<file path="src/source/miss_handler_settings.svh">
// ~~~~~~~~~~~~~~~~~~~~~~~~~~~~~~~~~~~~~~~~~~~~~~~~~~~~~~~~~~~~~~~~~~~~
// Size macros for the cache miss handler
// Banks, line and MSHR fields, word geometry and FIFO depths
// ~~~~~~~~~~~~~~~~~~~~~~~~~~~~~~~~~~~~~~~~~~~~~~~~~~~~~~~~~~~~~~~~~~~~

`ifndef MISS_HANDLER_SETTINGS_SVH
`define MISS_HANDLER_SETTINGS_SVH

// Cache organisation
`define MH_N_BANKS     2
`define MH_BANK_W      1
`define MH_NLINE_W     10
`define MH_MSHR_ID_W   2

// Word and line geometry, memory beat is one cache word
`define MH_WORD_W      32
`define MH_CL_WORDS    4
`define MH_WORD_IDX_W  2
`define MH_CL_OFFSET_W 4

// Buffer depths
`define MH_MISS_FIFO_DEPTH 2
`define MH_META_FIFO_DEPTH 2
`define MH_DATA_FIFO_DEPTH 8

`endif

</file>
<file path="src/source/miss_handler_pkg.sv">
// ~~~~~~~~~~~~~~~~~~~~~~~~~~~~~~~~~~~~~~~~~~~~~~~~~~~~~~~~~~~~~~~~~~~~
// Shared types of the cache miss handler
// Miss request, memory ID union, memory request and response beat,
// buffered line metadata and refill output
// ~~~~~~~~~~~~~~~~~~~~~~~~~~~~~~~~~~~~~~~~~~~~~~~~~~~~~~~~~~~~~~~~~~~~

`include "miss_handler_settings.svh"

package miss_handler_pkg;

    typedef logic [`MH_BANK_W-1:0]                   bank_id_t;
    typedef logic [`MH_NLINE_W-1:0]                  nline_t;
    typedef logic [`MH_MSHR_ID_W-1:0]                mshr_id_t;
    typedef logic [`MH_WORD_W-1:0]                   word_t;
    typedef logic [`MH_WORD_IDX_W-1:0]               word_idx_t;
    typedef logic [`MH_NLINE_W+`MH_CL_OFFSET_W-1:0]  mem_addr_t;

    typedef struct packed {
        nline_t   nline;
        mshr_id_t mshr_id;
    } miss_req_t;

    // Bank number sits above the MSHR index
    typedef struct packed {
        bank_id_t bank;
        mshr_id_t mshr_id;
    } mem_id_fields_t;

    typedef union packed {
        logic [`MH_BANK_W+`MH_MSHR_ID_W-1:0] raw;
        mem_id_fields_t                      fields;
    } mem_id_u;

    typedef struct packed {
        mem_addr_t addr;
        mem_id_u   id;
    } mem_req_t;

    typedef struct packed {
        word_t   data;
        mem_id_u id;
        logic    error;
        logic    last;
    } mem_resp_t;

    typedef struct packed {
        mem_id_u id;
        logic    error;
    } resp_meta_t;

    typedef struct packed {
        word_t     data;
        word_idx_t word_idx;
        logic      error;
    } refill_t;

endpackage

</file>
<file path="src/source/miss_fifo.sv">
// ~~~~~~~~~~~~~~~~~~~~~~~~~~~~~~~~~~~~~~~~~~~~~~~~~~~~~~~~~~~~~~~~~~~~
// Register FIFO with full and empty flags
// Used for bank misses and for refill response buffering
// ~~~~~~~~~~~~~~~~~~~~~~~~~~~~~~~~~~~~~~~~~~~~~~~~~~~~~~~~~~~~~~~~~~~~

module miss_fifo #(
    parameter int DEPTH = 2,
    parameter int WIDTH = 8
) (
    input  logic             clk_i,
    input  logic             rst_ni,
    input  logic             push_i,
    output logic             full_o,
    input  logic [WIDTH-1:0] wdata_i,
    input  logic             pop_i,
    output logic             empty_o,
    output logic [WIDTH-1:0] rdata_o
);

    localparam int PTR_W = (DEPTH > 1) ? $clog2(DEPTH) : 1;
    localparam int CNT_W = $clog2(DEPTH + 1);

    logic [WIDTH-1:0] mem_q [DEPTH];
    logic [PTR_W-1:0] wr_ptr_q;
    logic [PTR_W-1:0] rd_ptr_q;
    logic [CNT_W-1:0] count_q;

    // Wrap at DEPTH, which need not be a power of two
    function automatic logic [PTR_W-1:0] next_ptr(input logic [PTR_W-1:0] ptr);
        if (ptr == PTR_W'(DEPTH - 1)) begin
            return '0;
        end
        return ptr + 1'b1;
    endfunction

    always_ff @(posedge clk_i or negedge rst_ni) begin
        if (!rst_ni) begin
            wr_ptr_q <= '0;
            rd_ptr_q <= '0;
            count_q  <= '0;
        end else begin
            if (push_i) begin
                wr_ptr_q <= next_ptr(wr_ptr_q);
            end
            if (pop_i) begin
                rd_ptr_q <= next_ptr(rd_ptr_q);
            end
            if (push_i && !pop_i) begin
                count_q <= count_q + 1'b1;
            end else if (pop_i && !push_i) begin
                count_q <= count_q - 1'b1;
            end
        end
    end

    always_ff @(posedge clk_i) begin
        if (push_i) begin
            mem_q[wr_ptr_q] <= wdata_i;
        end
    end

    assign full_o  = (count_q == CNT_W'(DEPTH));
    assign empty_o = (count_q == '0);
    assign rdata_o = mem_q[rd_ptr_q];

    a_no_push_when_full : assert property (@(posedge clk_i) disable iff (!rst_ni)
        push_i |-> !full_o)
        else $error("miss_fifo: push while full");

    a_no_pop_when_empty : assert property (@(posedge clk_i) disable iff (!rst_ni)
        pop_i |-> !empty_o)
        else $error("miss_fifo: pop while empty");

endmodule

</file>
<file path="src/source/miss_handler.sv">
// ~~~~~~~~~~~~~~~~~~~~~~~~~~~~~~~~~~~~~~~~~~~~~~~~~~~~~~~~~~~~~~~~~~~~
// Cache miss handler top level
// Request path, response buffer and refill controller
// ~~~~~~~~~~~~~~~~~~~~~~~~~~~~~~~~~~~~~~~~~~~~~~~~~~~~~~~~~~~~~~~~~~~~

`include "miss_handler_settings.svh"

module miss_handler
    import miss_handler_pkg::*;
(
    input  logic                        clk_i,
    input  logic                        rst_ni,
    // Bank misses
    input  logic      [`MH_N_BANKS-1:0] miss_valid_i,
    output logic      [`MH_N_BANKS-1:0] miss_ready_o,
    input  miss_req_t [`MH_N_BANKS-1:0] miss_req_i,
    // Memory request
    output logic                        mem_req_valid_o,
    input  logic                        mem_req_ready_i,
    output mem_req_t                    mem_req_o,
    // Memory response
    input  logic                        mem_resp_valid_i,
    input  mem_resp_t                   mem_resp_i,
    output logic                        mem_resp_ready_o,
    // Refill towards the banks
    output logic      [`MH_N_BANKS-1:0] refill_req_valid_o,
    input  logic      [`MH_N_BANKS-1:0] refill_req_ready_i,
    output logic      [`MH_N_BANKS-1:0] refill_write_data_o,
    output logic      [`MH_N_BANKS-1:0] refill_write_dir_o,
    output logic      [`MH_N_BANKS-1:0] refill_updt_rtab_o,
    output refill_t                     refill_o,
    // MSHR acknowledge
    output logic      [`MH_N_BANKS-1:0] mshr_ack_o,
    output logic      [`MH_N_BANKS-1:0] mshr_ack_cs_o,
    output mshr_id_t                    mshr_ack_id_o
);

    logic       meta_valid;
    resp_meta_t meta;
    logic       meta_pop;
    word_t      data;
    logic       data_pop;

    miss_req_path i_req_path (
        .clk_i,
        .rst_ni,
        .miss_valid_i,
        .miss_ready_o,
        .miss_req_i,
        .mem_req_valid_o,
        .mem_req_ready_i,
        .mem_req_o
    );

    refill_resp_buffer i_resp_buffer (
        .clk_i,
        .rst_ni,
        .mem_resp_valid_i,
        .mem_resp_i,
        .mem_resp_ready_o,
        .meta_valid_o (meta_valid),
        .meta_o       (meta),
        .meta_pop_i   (meta_pop),
        .data_o       (data),
        .data_pop_i   (data_pop)
    );

    refill_ctrl i_refill_ctrl (
        .clk_i,
        .rst_ni,
        .meta_valid_i (meta_valid),
        .meta_i       (meta),
        .meta_pop_o   (meta_pop),
        .data_i       (data),
        .data_pop_o   (data_pop),
        .refill_req_valid_o,
        .refill_req_ready_i,
        .refill_write_data_o,
        .refill_write_dir_o,
        .refill_updt_rtab_o,
        .refill_o,
        .mshr_ack_o,
        .mshr_ack_cs_o,
        .mshr_ack_id_o
    );

endmodule

</file>
<file path="src/source/miss_req_path.sv">
// ~~~~~~~~~~~~~~~~~~~~~~~~~~~~~~~~~~~~~~~~~~~~~~~~~~~~~~~~~~~~~~~~~~~~
// Miss request path
// Per-bank miss FIFOs, fixed-priority bank arbiter (lowest bank wins)
// and the two-state memory request send machine
// ~~~~~~~~~~~~~~~~~~~~~~~~~~~~~~~~~~~~~~~~~~~~~~~~~~~~~~~~~~~~~~~~~~~~

`include "miss_handler_settings.svh"

module miss_req_path
    import miss_handler_pkg::*;
(
    input  logic                             clk_i,
    input  logic                             rst_ni,
    input  logic      [`MH_N_BANKS-1:0]      miss_valid_i,
    output logic      [`MH_N_BANKS-1:0]      miss_ready_o,
    input  miss_req_t [`MH_N_BANKS-1:0]      miss_req_i,
    output logic                             mem_req_valid_o,
    input  logic                             mem_req_ready_i,
    output mem_req_t                         mem_req_o
);

    typedef enum logic {
        SEND_IDLE = 1'b0,
        SEND_BUSY = 1'b1
    } send_state_e;

    send_state_e                   send_state_q, send_state_d;
    nline_t                        send_nline_q, send_nline_d;
    mem_id_u                       send_id_q, send_id_d;

    logic      [`MH_N_BANKS-1:0]   fifo_full;
    logic      [`MH_N_BANKS-1:0]   fifo_empty;
    logic      [`MH_N_BANKS-1:0]   fifo_pop;
    miss_req_t [`MH_N_BANKS-1:0]   fifo_rdata;
    logic      [`MH_N_BANKS-1:0]   pending;
    bank_id_t                      grant_idx;
    miss_req_t                     sel_req;

    for (genvar b = 0; b < `MH_N_BANKS; b++) begin : gen_bank_fifo
        miss_fifo #(
            .DEPTH (`MH_MISS_FIFO_DEPTH),
            .WIDTH ($bits(miss_req_t))
        ) i_miss_fifo (
            .clk_i,
            .rst_ni,
            .push_i  (miss_valid_i[b] & ~fifo_full[b]),
            .full_o  (fifo_full[b]),
            .wdata_i (miss_req_i[b]),
            .pop_i   (fifo_pop[b]),
            .empty_o (fifo_empty[b]),
            .rdata_o (fifo_rdata[b])
        );
    end

    assign miss_ready_o = ~fifo_full;
    assign pending      = ~fifo_empty;

    // Scan downwards so the lowest pending bank is the one kept
    always_comb begin
        grant_idx = '0;
        for (int b = `MH_N_BANKS - 1; b >= 0; b--) begin
            if (pending[b]) begin
                grant_idx = bank_id_t'(b);
            end
        end
    end

    assign sel_req = fifo_rdata[grant_idx];

    always_comb begin
        send_state_d    = send_state_q;
        send_nline_d    = send_nline_q;
        send_id_d       = send_id_q;
        fifo_pop        = '0;
        mem_req_valid_o = 1'b0;
        case (send_state_q)
            SEND_IDLE: begin
                if (|pending) begin
                    fifo_pop[grant_idx]      = 1'b1;
                    send_nline_d             = sel_req.nline;
                    send_id_d.fields.bank    = grant_idx;
                    send_id_d.fields.mshr_id = sel_req.mshr_id;
                    send_state_d             = SEND_BUSY;
                end
            end
            SEND_BUSY: begin
                mem_req_valid_o = 1'b1;
                if (mem_req_ready_i) begin
                    send_state_d = SEND_IDLE;
                end
            end
            default: begin
                send_state_d = SEND_IDLE;
            end
        endcase
    end

    always_ff @(posedge clk_i or negedge rst_ni) begin
        if (!rst_ni) begin
            send_state_q <= SEND_IDLE;
        end else begin
            send_state_q <= send_state_d;
        end
    end

    always_ff @(posedge clk_i) begin
        send_nline_q <= send_nline_d;
        send_id_q    <= send_id_d;
    end

    // Whole line requested, offset always zero
    assign mem_req_o.addr = {send_nline_q, {`MH_CL_OFFSET_W{1'b0}}};
    assign mem_req_o.id   = send_id_q;

    a_req_stable_when_stalled : assert property (@(posedge clk_i) disable iff (!rst_ni)
        mem_req_valid_o && !mem_req_ready_i |=> mem_req_valid_o && $stable(mem_req_o))
        else $error("miss_req_path: memory request changed while stalled");

endmodule

</file>
<file path="src/source/refill_ctrl.sv">
// ~~~~~~~~~~~~~~~~~~~~~~~~~~~~~~~~~~~~~~~~~~~~~~~~~~~~~~~~~~~~~~~~~~~~
// Refill controller
// Idle/write FSM with word counter, bank permission request,
// MSHR acknowledge and bank data/directory write strobes
// ~~~~~~~~~~~~~~~~~~~~~~~~~~~~~~~~~~~~~~~~~~~~~~~~~~~~~~~~~~~~~~~~~~~~

`include "miss_handler_settings.svh"

module refill_ctrl
    import miss_handler_pkg::*;
(
    input  logic                   clk_i,
    input  logic                   rst_ni,
    input  logic                   meta_valid_i,
    input  resp_meta_t             meta_i,
    output logic                   meta_pop_o,
    input  word_t                  data_i,
    output logic                   data_pop_o,
    output logic [`MH_N_BANKS-1:0] refill_req_valid_o,
    input  logic [`MH_N_BANKS-1:0] refill_req_ready_i,
    output logic [`MH_N_BANKS-1:0] refill_write_data_o,
    output logic [`MH_N_BANKS-1:0] refill_write_dir_o,
    output logic [`MH_N_BANKS-1:0] refill_updt_rtab_o,
    output refill_t                refill_o,
    output logic [`MH_N_BANKS-1:0] mshr_ack_o,
    output logic [`MH_N_BANKS-1:0] mshr_ack_cs_o,
    output mshr_id_t               mshr_ack_id_o
);

    typedef enum logic {
        REFILL_IDLE  = 1'b0,
        REFILL_WRITE = 1'b1
    } refill_state_e;

    refill_state_e state_q, state_d;
    word_idx_t     cnt_q, cnt_d;
    bank_id_t      bank;

    // Owning bank and MSHR come back out of the memory ID
    assign bank          = meta_i.id.fields.bank;
    assign mshr_ack_id_o = meta_i.id.fields.mshr_id;

    always_comb begin
        state_d             = state_q;
        cnt_d               = cnt_q;
        meta_pop_o          = 1'b0;
        data_pop_o          = 1'b0;
        refill_req_valid_o  = '0;
        refill_write_data_o = '0;
        refill_write_dir_o  = '0;
        refill_updt_rtab_o  = '0;
        mshr_ack_o          = '0;
        mshr_ack_cs_o       = '0;
        case (state_q)
            REFILL_IDLE: begin
                if (meta_valid_i) begin
                    refill_req_valid_o[bank] = 1'b1;
                    mshr_ack_cs_o[bank]      = 1'b1;
                    if (refill_req_ready_i[bank]) begin
                        mshr_ack_o[bank] = 1'b1;
                        cnt_d            = '0;
                        state_d          = REFILL_WRITE;
                    end
                end
            end
            REFILL_WRITE: begin
                // Erroneous line keeps the bank data untouched
                refill_write_data_o[bank] = ~meta_i.error;
                data_pop_o                = 1'b1;
                cnt_d                     = cnt_q + 1'b1;
                if (cnt_q == word_idx_t'(`MH_CL_WORDS - 1)) begin
                    refill_write_dir_o[bank] = 1'b1;
                    refill_updt_rtab_o[bank] = 1'b1;
                    meta_pop_o               = 1'b1;
                    state_d                  = REFILL_IDLE;
                end
            end
            default: begin
                state_d = REFILL_IDLE;
            end
        endcase
    end

    always_ff @(posedge clk_i or negedge rst_ni) begin
        if (!rst_ni) begin
            state_q <= REFILL_IDLE;
            cnt_q   <= '0;
        end else begin
            state_q <= state_d;
            cnt_q   <= cnt_d;
        end
    end

    assign refill_o.data     = data_i;
    assign refill_o.word_idx = cnt_q;
    assign refill_o.error    = meta_i.error;

    a_strobes_one_bank : assert property (@(posedge clk_i) disable iff (!rst_ni)
        $onehot0(refill_req_valid_o | mshr_ack_o | refill_write_data_o |
                 refill_write_dir_o | refill_updt_rtab_o))
        else $error("refill_ctrl: strobes address more than one bank");

    // Directory write closes the line one line-length after the acknowledge
    a_ack_to_dir : assert property (@(posedge clk_i) disable iff (!rst_ni)
        |mshr_ack_o |-> ##`MH_CL_WORDS (refill_write_dir_o == $past(mshr_ack_o, `MH_CL_WORDS)))
        else $error("refill_ctrl: directory write out of step with acknowledge");

endmodule

</file>
<file path="src/source/refill_resp_buffer.sv">
// ~~~~~~~~~~~~~~~~~~~~~~~~~~~~~~~~~~~~~~~~~~~~~~~~~~~~~~~~~~~~~~~~~~~~
// Memory response buffering
// Data FIFO for every beat, metadata FIFO for each completed line,
// and the response ready logic
// ~~~~~~~~~~~~~~~~~~~~~~~~~~~~~~~~~~~~~~~~~~~~~~~~~~~~~~~~~~~~~~~~~~~~

`include "miss_handler_settings.svh"

module refill_resp_buffer
    import miss_handler_pkg::*;
(
    input  logic       clk_i,
    input  logic       rst_ni,
    input  logic       mem_resp_valid_i,
    input  mem_resp_t  mem_resp_i,
    output logic       mem_resp_ready_o,
    output logic       meta_valid_o,
    output resp_meta_t meta_o,
    input  logic       meta_pop_i,
    output word_t      data_o,
    input  logic       data_pop_i
);

    logic       beat_accept;
    logic       meta_full;
    logic       meta_empty;
    logic       data_full;
    logic       data_empty;
    resp_meta_t meta_wdata;

    // A last beat also needs a metadata slot
    assign mem_resp_ready_o = mem_resp_valid_i & ~data_full &
                              (~mem_resp_i.last | ~meta_full);
    assign beat_accept      = mem_resp_valid_i & mem_resp_ready_o;

    assign meta_wdata.id    = mem_resp_i.id;
    assign meta_wdata.error = mem_resp_i.error;

    miss_fifo #(
        .DEPTH (`MH_META_FIFO_DEPTH),
        .WIDTH ($bits(resp_meta_t))
    ) i_meta_fifo (
        .clk_i,
        .rst_ni,
        .push_i  (beat_accept & mem_resp_i.last),
        .full_o  (meta_full),
        .wdata_i (meta_wdata),
        .pop_i   (meta_pop_i),
        .empty_o (meta_empty),
        .rdata_o (meta_o)
    );

    miss_fifo #(
        .DEPTH (`MH_DATA_FIFO_DEPTH),
        .WIDTH (`MH_WORD_W)
    ) i_data_fifo (
        .clk_i,
        .rst_ni,
        .push_i  (beat_accept),
        .full_o  (data_full),
        .wdata_i (mem_resp_i.data),
        .pop_i   (data_pop_i),
        .empty_o (data_empty),
        .rdata_o (data_o)
    );

    assign meta_valid_o = ~meta_empty;

    // A visible line always has its words buffered ahead of it
    a_meta_has_data : assert property (@(posedge clk_i) disable iff (!rst_ni)
        meta_valid_o |-> !data_empty)
        else $error("refill_resp_buffer: metadata without buffered data");

endmodule

</file>
<file path="config.mk">
export PLATFORM = sky130hd
export DESIGN_NAME = miss_handler
export DESIGN_NICKNAME = d
export VERILOG_FILES = /design/src/source/miss_handler_pkg.sv /design/src/source/miss_fifo.sv /design/src/source/miss_handler.sv /design/src/source/miss_req_path.sv /design/src/source/refill_ctrl.sv /design/src/source/refill_resp_buffer.sv
export VERILOG_INCLUDE_DIRS = /design/src /design/src/source
export SDC_FILE = /design/constraint.sdc
export NUM_CORES = 1
export LEC_CHECK = 0
export ABC_AREA = 1
export BUFFER_PORTS_ARGS = -buffer_cell sky130_fd_sc_hd__buf_2
export CAP_MARGIN = 5
export CORE_MARGIN = 4
export CORE_UTILIZATION = 50
export CTS_BUF_LIST = sky130_fd_sc_hd__clkbuf_8
export CTS_CLUSTER_DIAMETER = 30
export DETAILED_ROUTE_END_ITERATION = 16
export PLACE_DENSITY = 0.67
export SYNTH_ARGS = -nofsm -noshare
export SYNTH_HDL_FRONTEND = slang
export SYNTH_SLANG_ARGS = --single-unit
</file>
<file path="constraint.sdc">
create_clock -name clk_i -period 5.6 [get_ports clk_i]
set_input_delay 0.56 -clock clk_i [delete_from_list [all_inputs] [get_ports clk_i]]
set_output_delay 0.56 -clock clk_i [all_outputs]
set_load 0.005 [all_outputs]
</file>
==> results.md <==
- The DRC violation total after the first TritonRoute iteration is 633.
- The relative area change from synthesis to final layout is 16.9%.
- The total standard cell area after synthesis is 14,300 um2.
- The number of core rows is 61.
- Ranked by total cell area, the synthesized netlist is headed by sky130_fd_sc_hd__edfxtp_1 (68%), sky130_fd_sc_hd__nor2_1 (7.2%), sky130_fd_sc_hd__nand2_1 (6.9%).
- The number of global-route vias before repair is 8,907.
- The chip height is 177 um.
- The largest net degree at the start of global routing is 81.
- Sequential elements use 72.8% of the synthesized area.
- The critical path contains buffers and inverters numbering 2 combined.
- The vias after detailed routing is 8,980.
- The clock-pin transition on the worst setup and hold timing paths is 60 ps.
- The cell chosen for the clock root is sky130_fd_sc_hd__clkbuf_8.
- The min-delay analysis places its worst path in the category primary input to register.
- The setup skew after layout is 28.1 ps.
- Dividing the detail-routed wire length by the instance count gives 16.3 um.
- The worst path needs 3520 ps of the cycle, external delays included.
- After synthesis, the mean cell area works out to 11.8 um2.
- The maximum vdd drop is 0.000399 V.
- For the worst setup path, the data required time is 5040 ps.
- The filler cells instantiated in the layout total 2,316.
- The full die area is 31,400 um2.
- Summed over all layers, the routed wires come to 29.4 mm.
- The TritonCTS clock tree is done.
- The area fraction of the dominant cell type after synthesis is 68.2%.
- The worst setup timing slack at the placement stage is 2640 ps.
- Port buffering added 134 buffers.
- The design draws 9200 uW.
- The number of synthesized flops with an enable pin is 325.
- The mux share of post-synthesis cell area is 0.840%.
- For this design, the sink count on the clock tree is 351.
- At the end of routability-driven placement, the weighted congestion stood at 0.769.
- Of the available clock period, the critical path in the final layout requires 62.9%.
- The number of remaining DRC errors is 0.
- Across the run, the number of max-cap violations was 0.
- The first global-routing pass estimated 46.5 mm of wire.
- In the synthesized netlist, the number of instances is 1,207.
- The number of antenna violations at the first check in global routing is 4.
- The count of cell types in the netlist is 29.
- The number of nets in the finished design is 1,449.
- After synthesis, the share of flip-flops with an asynchronous set or reset is 7.41%.
- In this run the horizontal extent of the chip is 177 um.
- Walking the worst path, the cells encountered are buf_4 > nor2_1 > nor2_1 > o21ai_0 > nand2_1 > nand2_1 > nand2_1 > buf_2.
- After synthesis the netlist holds a flip-flop and latch count of 351.
- The cell repeated most along the worst path is sky130_fd_sc_hd__nand2_1.
- The run finished with clean final reports.
- The synthesized-area fraction occupied by ao, oa, aoi and oai cells is 5.56%.
- The simple logic cell fraction of the synthesized area is 15.0%.
- Once layout is complete, the utilization of the core stands at 59.7%.
- In the final layout, the share of cells above drive strength 1 is 19.4%.
- The area inside the core boundary is 28,000 um2.
- The number of clock buffers added by TritonCTS is 69.
- The cell family contributing the most delay on the critical path is buffers and inverters.
- For the pin with the worst max-slew slack, the measured transition is 1050 ps.
- The I/O pin count is 139.
- Summing the areas of all xor and xnor instances in the mapped netlist gives 0.674% of the synthesized area.
- The initial core utilization is 51.1%.
- Summed over all layers, the global routing overflow is 0.
- Dividing total power by cell area gives a power density of 550 nW/um2.
- The total count of hold-check failures in the final report is 0.
- The first detailed-routing pass took 5 iterations.
- The leakage power is 0.00662 uW.
- Setup slack on the critical path of the routed design comes to 2080 ps.
- In this run the worst path has a maximum fanout of 79.
- The most used flip-flop cell after synthesis is sky130_fd_sc_hd__edfxtp_1.
- The worst register-to-register path has a setup slack of 2950 ps.
- STA classifies the critical path endpoint as an output pin.
- The adder-cell share of the synthesized area is 1.10%.
- Global routing consumed, over all layers together, 18.7% of the routing resources.
- The data arrival time of the critical path is 2960 ps.
- The number of levels in the clock H-tree is 3.
- Setup violations remaining at the end of the flow were counted as 0.
- The worst pin sits at a relative slew slack of 29.5%.
- The count of pins over their slew limit is 0.
- By startpoint and endpoint, the worst setup path is classified as register to output pin.
- Setup repair after global routing left no endpoint under its margin.
- The maximum number of buffers from clock root to sink is 3.
- The placed wire-length estimate is 16.2 mm.
- The total negative slack for setup checks is 0 ps.
- After detailed routing, the number of vias per cell comes to 4.98.
- The clock latency on the worst-skew pair is 570 ps.
- STA classifies the critical path startpoint as a register.
- The slowest stage of the critical path is the sky130_fd_sc_hd__dfrtp_4 cell.
- The number of warnings issued by yosys is 0.
- In this run the remaining antenna-violating nets after routing total 0.
- The delay of the slowest critical-path stage is 840 ps.
- The combinational family with the most area after synthesis is simple AND/OR/NAND/NOR gates.
- Summed over all instances, the cell type with the most area after synthesis is sky130_fd_sc_hd__edfxtp_1.
- The maximum clock rate is 284 MHz.
## state kept, by name (all words and copies together) (netlist names), 2 cells and up
register and count:
i_resp_buffer.i_data_fifo.rd_ptr_q 3, i_resp_buffer.i_data_fifo.mem_q 256, i_req_path.gen_bank_fifo.i_miss_fifo.rd_ptr_q 2, i_resp_buffer.i_meta_fifo.count_q 2, i_req_path.gen_bank_fifo.i_miss_fifo.count_q 4, i_resp_buffer.i_data_fifo.count_q 4
i_resp_buffer.i_meta_fifo.mem_q 8, i_refill_ctrl.cnt_q 2, i_req_path.gen_bank_fifo.i_miss_fifo.mem_q 48, i_req_path.send_id_q 3, i_req_path.send_nline_q 10, i_resp_buffer.i_data_fifo.wr_ptr_q 3
i_req_path.gen_bank_fifo.i_miss_fifo.wr_ptr_q 2
## Yosys cell counts, types with 3 or more instances
cell type / count
sky130_fd_sc_hd__buf_6: 13
sky130_fd_sc_hd__xnor2_1: 6
sky130_fd_sc_hd__buf_4: 12
sky130_fd_sc_hd__o21ai_1: 16
sky130_fd_sc_hd__nor3_1: 10
sky130_fd_sc_hd__inv_1: 34
sky130_fd_sc_hd__xor2_1: 5
sky130_fd_sc_hd__nand3_1: 12
sky130_fd_sc_hd__a21oi_1: 3
sky130_fd_sc_hd__clkbuf_2: 7
sky130_fd_sc_hd__nor2_1: 274
sky130_fd_sc_hd__or2_2: 3
sky130_fd_sc_hd__ha_1: 11
sky130_fd_sc_hd__nand2_1: 263
sky130_fd_sc_hd__o21ai_0: 135
sky130_fd_sc_hd__mux2i_1: 12
sky130_fd_sc_hd__buf_2: 24
sky130_fd_sc_hd__edfxtp_1: 325
sky130_fd_sc_hd__clkbuf_1: 7
sky130_fd_sc_hd__dfrtp_1: 26
## logic make-up (layout without fill, tap and decap cells)
logic type	after synthesis	count (layout)
multiplexers	12	12
buffers and inverters	100	314
flip-flops	351	351
adder cells (fa/ha/maj)	12	12
XOR/XNOR	11	11
AND/OR/NAND/NOR	563	563
other	1	5
AO/OA/AOI/OAI	157	157
## worst register-to-register path, delay by kind of cell (launching register included)
family	cells	cell delay, ps
adder cells (fa/ha/maj)	2	550
buffers and inverters	2	400
AND/OR/NAND/NOR	8	1160
flip-flops	1	430
## timing repair
action	in CTS	in global routing
hold buffers	1	0
endpoints found under the hold margin	12	0
setup buffers	0	0
resized for setup	0	0
endpoints found under the setup margin	0	0
## power by group
part           total, uW  switching, uW  internal (uW)
combinational       2800           1840            966
sequential          3680            260           3420
clock               2720           1110           1600
## final timing paths
kind	from	end	cells after the start
worst max-delay path	i_resp_buffer.i_data_fifo.rd_ptr_q[0]	refill_o[15]	8
worst min-delay path	miss_req_i[20]	register	1
worst min register to register	i_resp_buffer.i_meta_fifo.count_q[0]	i_resp_buffer.i_meta_fifo.count_q[0]	1
max in group asynchronous	rst_ni	i_resp_buffer.i_data_fifo.rd_ptr_q[0]	2
worst max register to register	i_resp_buffer.i_data_fifo.count_q[0]	i_resp_buffer.i_data_fifo.count_q[3]	12
min in group asynchronous	rst_ni	i_req_path.send_state_q	2
## layout make-up
class	instances	area [um2]	area share, %
flip-flops and latches	351	10400	62.3
well taps	378	473	2.83
multi-input cells	759	3370	20.2
inverters	35	131	0.786
diodes	1	2.50	0.0150
clock buffers	72	991	5.93
repair buffers	152	808	4.84
clock inverters	55	520	3.11
## cell usage in the layout, fill, tap and decap left out, drive strengths merged
| master | count |
|---|---|
| dlygate4sd3 | 1 |
| diode | 1 |
| nand3 | 12 |
| a21oi | 4 |
| o21ai | 151 |
| conb | 4 |
| buf | 151 |
| mux2i | 12 |
| bufinv | 8 |
| edfxtp | 325 |
| or2 | 3 |
| nand4 | 1 |
| fa | 1 |
| nor3 | 10 |
| clkinvlp | 11 |
| dfrtp | 26 |
| clkinv | 19 |
| o211ai | 1 |
| a21boi | 1 |
| inv | 52 |
| nand2 | 263 |
| ha | 11 |
| nor2 | 274 |
| xnor2 | 6 |
| xor2 | 5 |
| clkbuf | 72 |
## metal layers
layer / routed length, um / track usage, %
met5: 28 / 0
met2: 14200 / 31.3
met4: 478 / 6.06
met3: 2020 / 4.81
met1: 12600 / 24.2
## through the flow
step / hold WS [ps] / instance area [um2] / instances
floorplan: 264 / 14300 / 1210
global placement: 462 / 15200 / 1674
detailed placement: 467 / 15200 / 1674
CTS: 139 / 16700 / 1802
global route: 144 / 16700 / 1803
finish: 179 / 16700 / 1803
No activity file was read; power rests on OpenSTA's default activity.
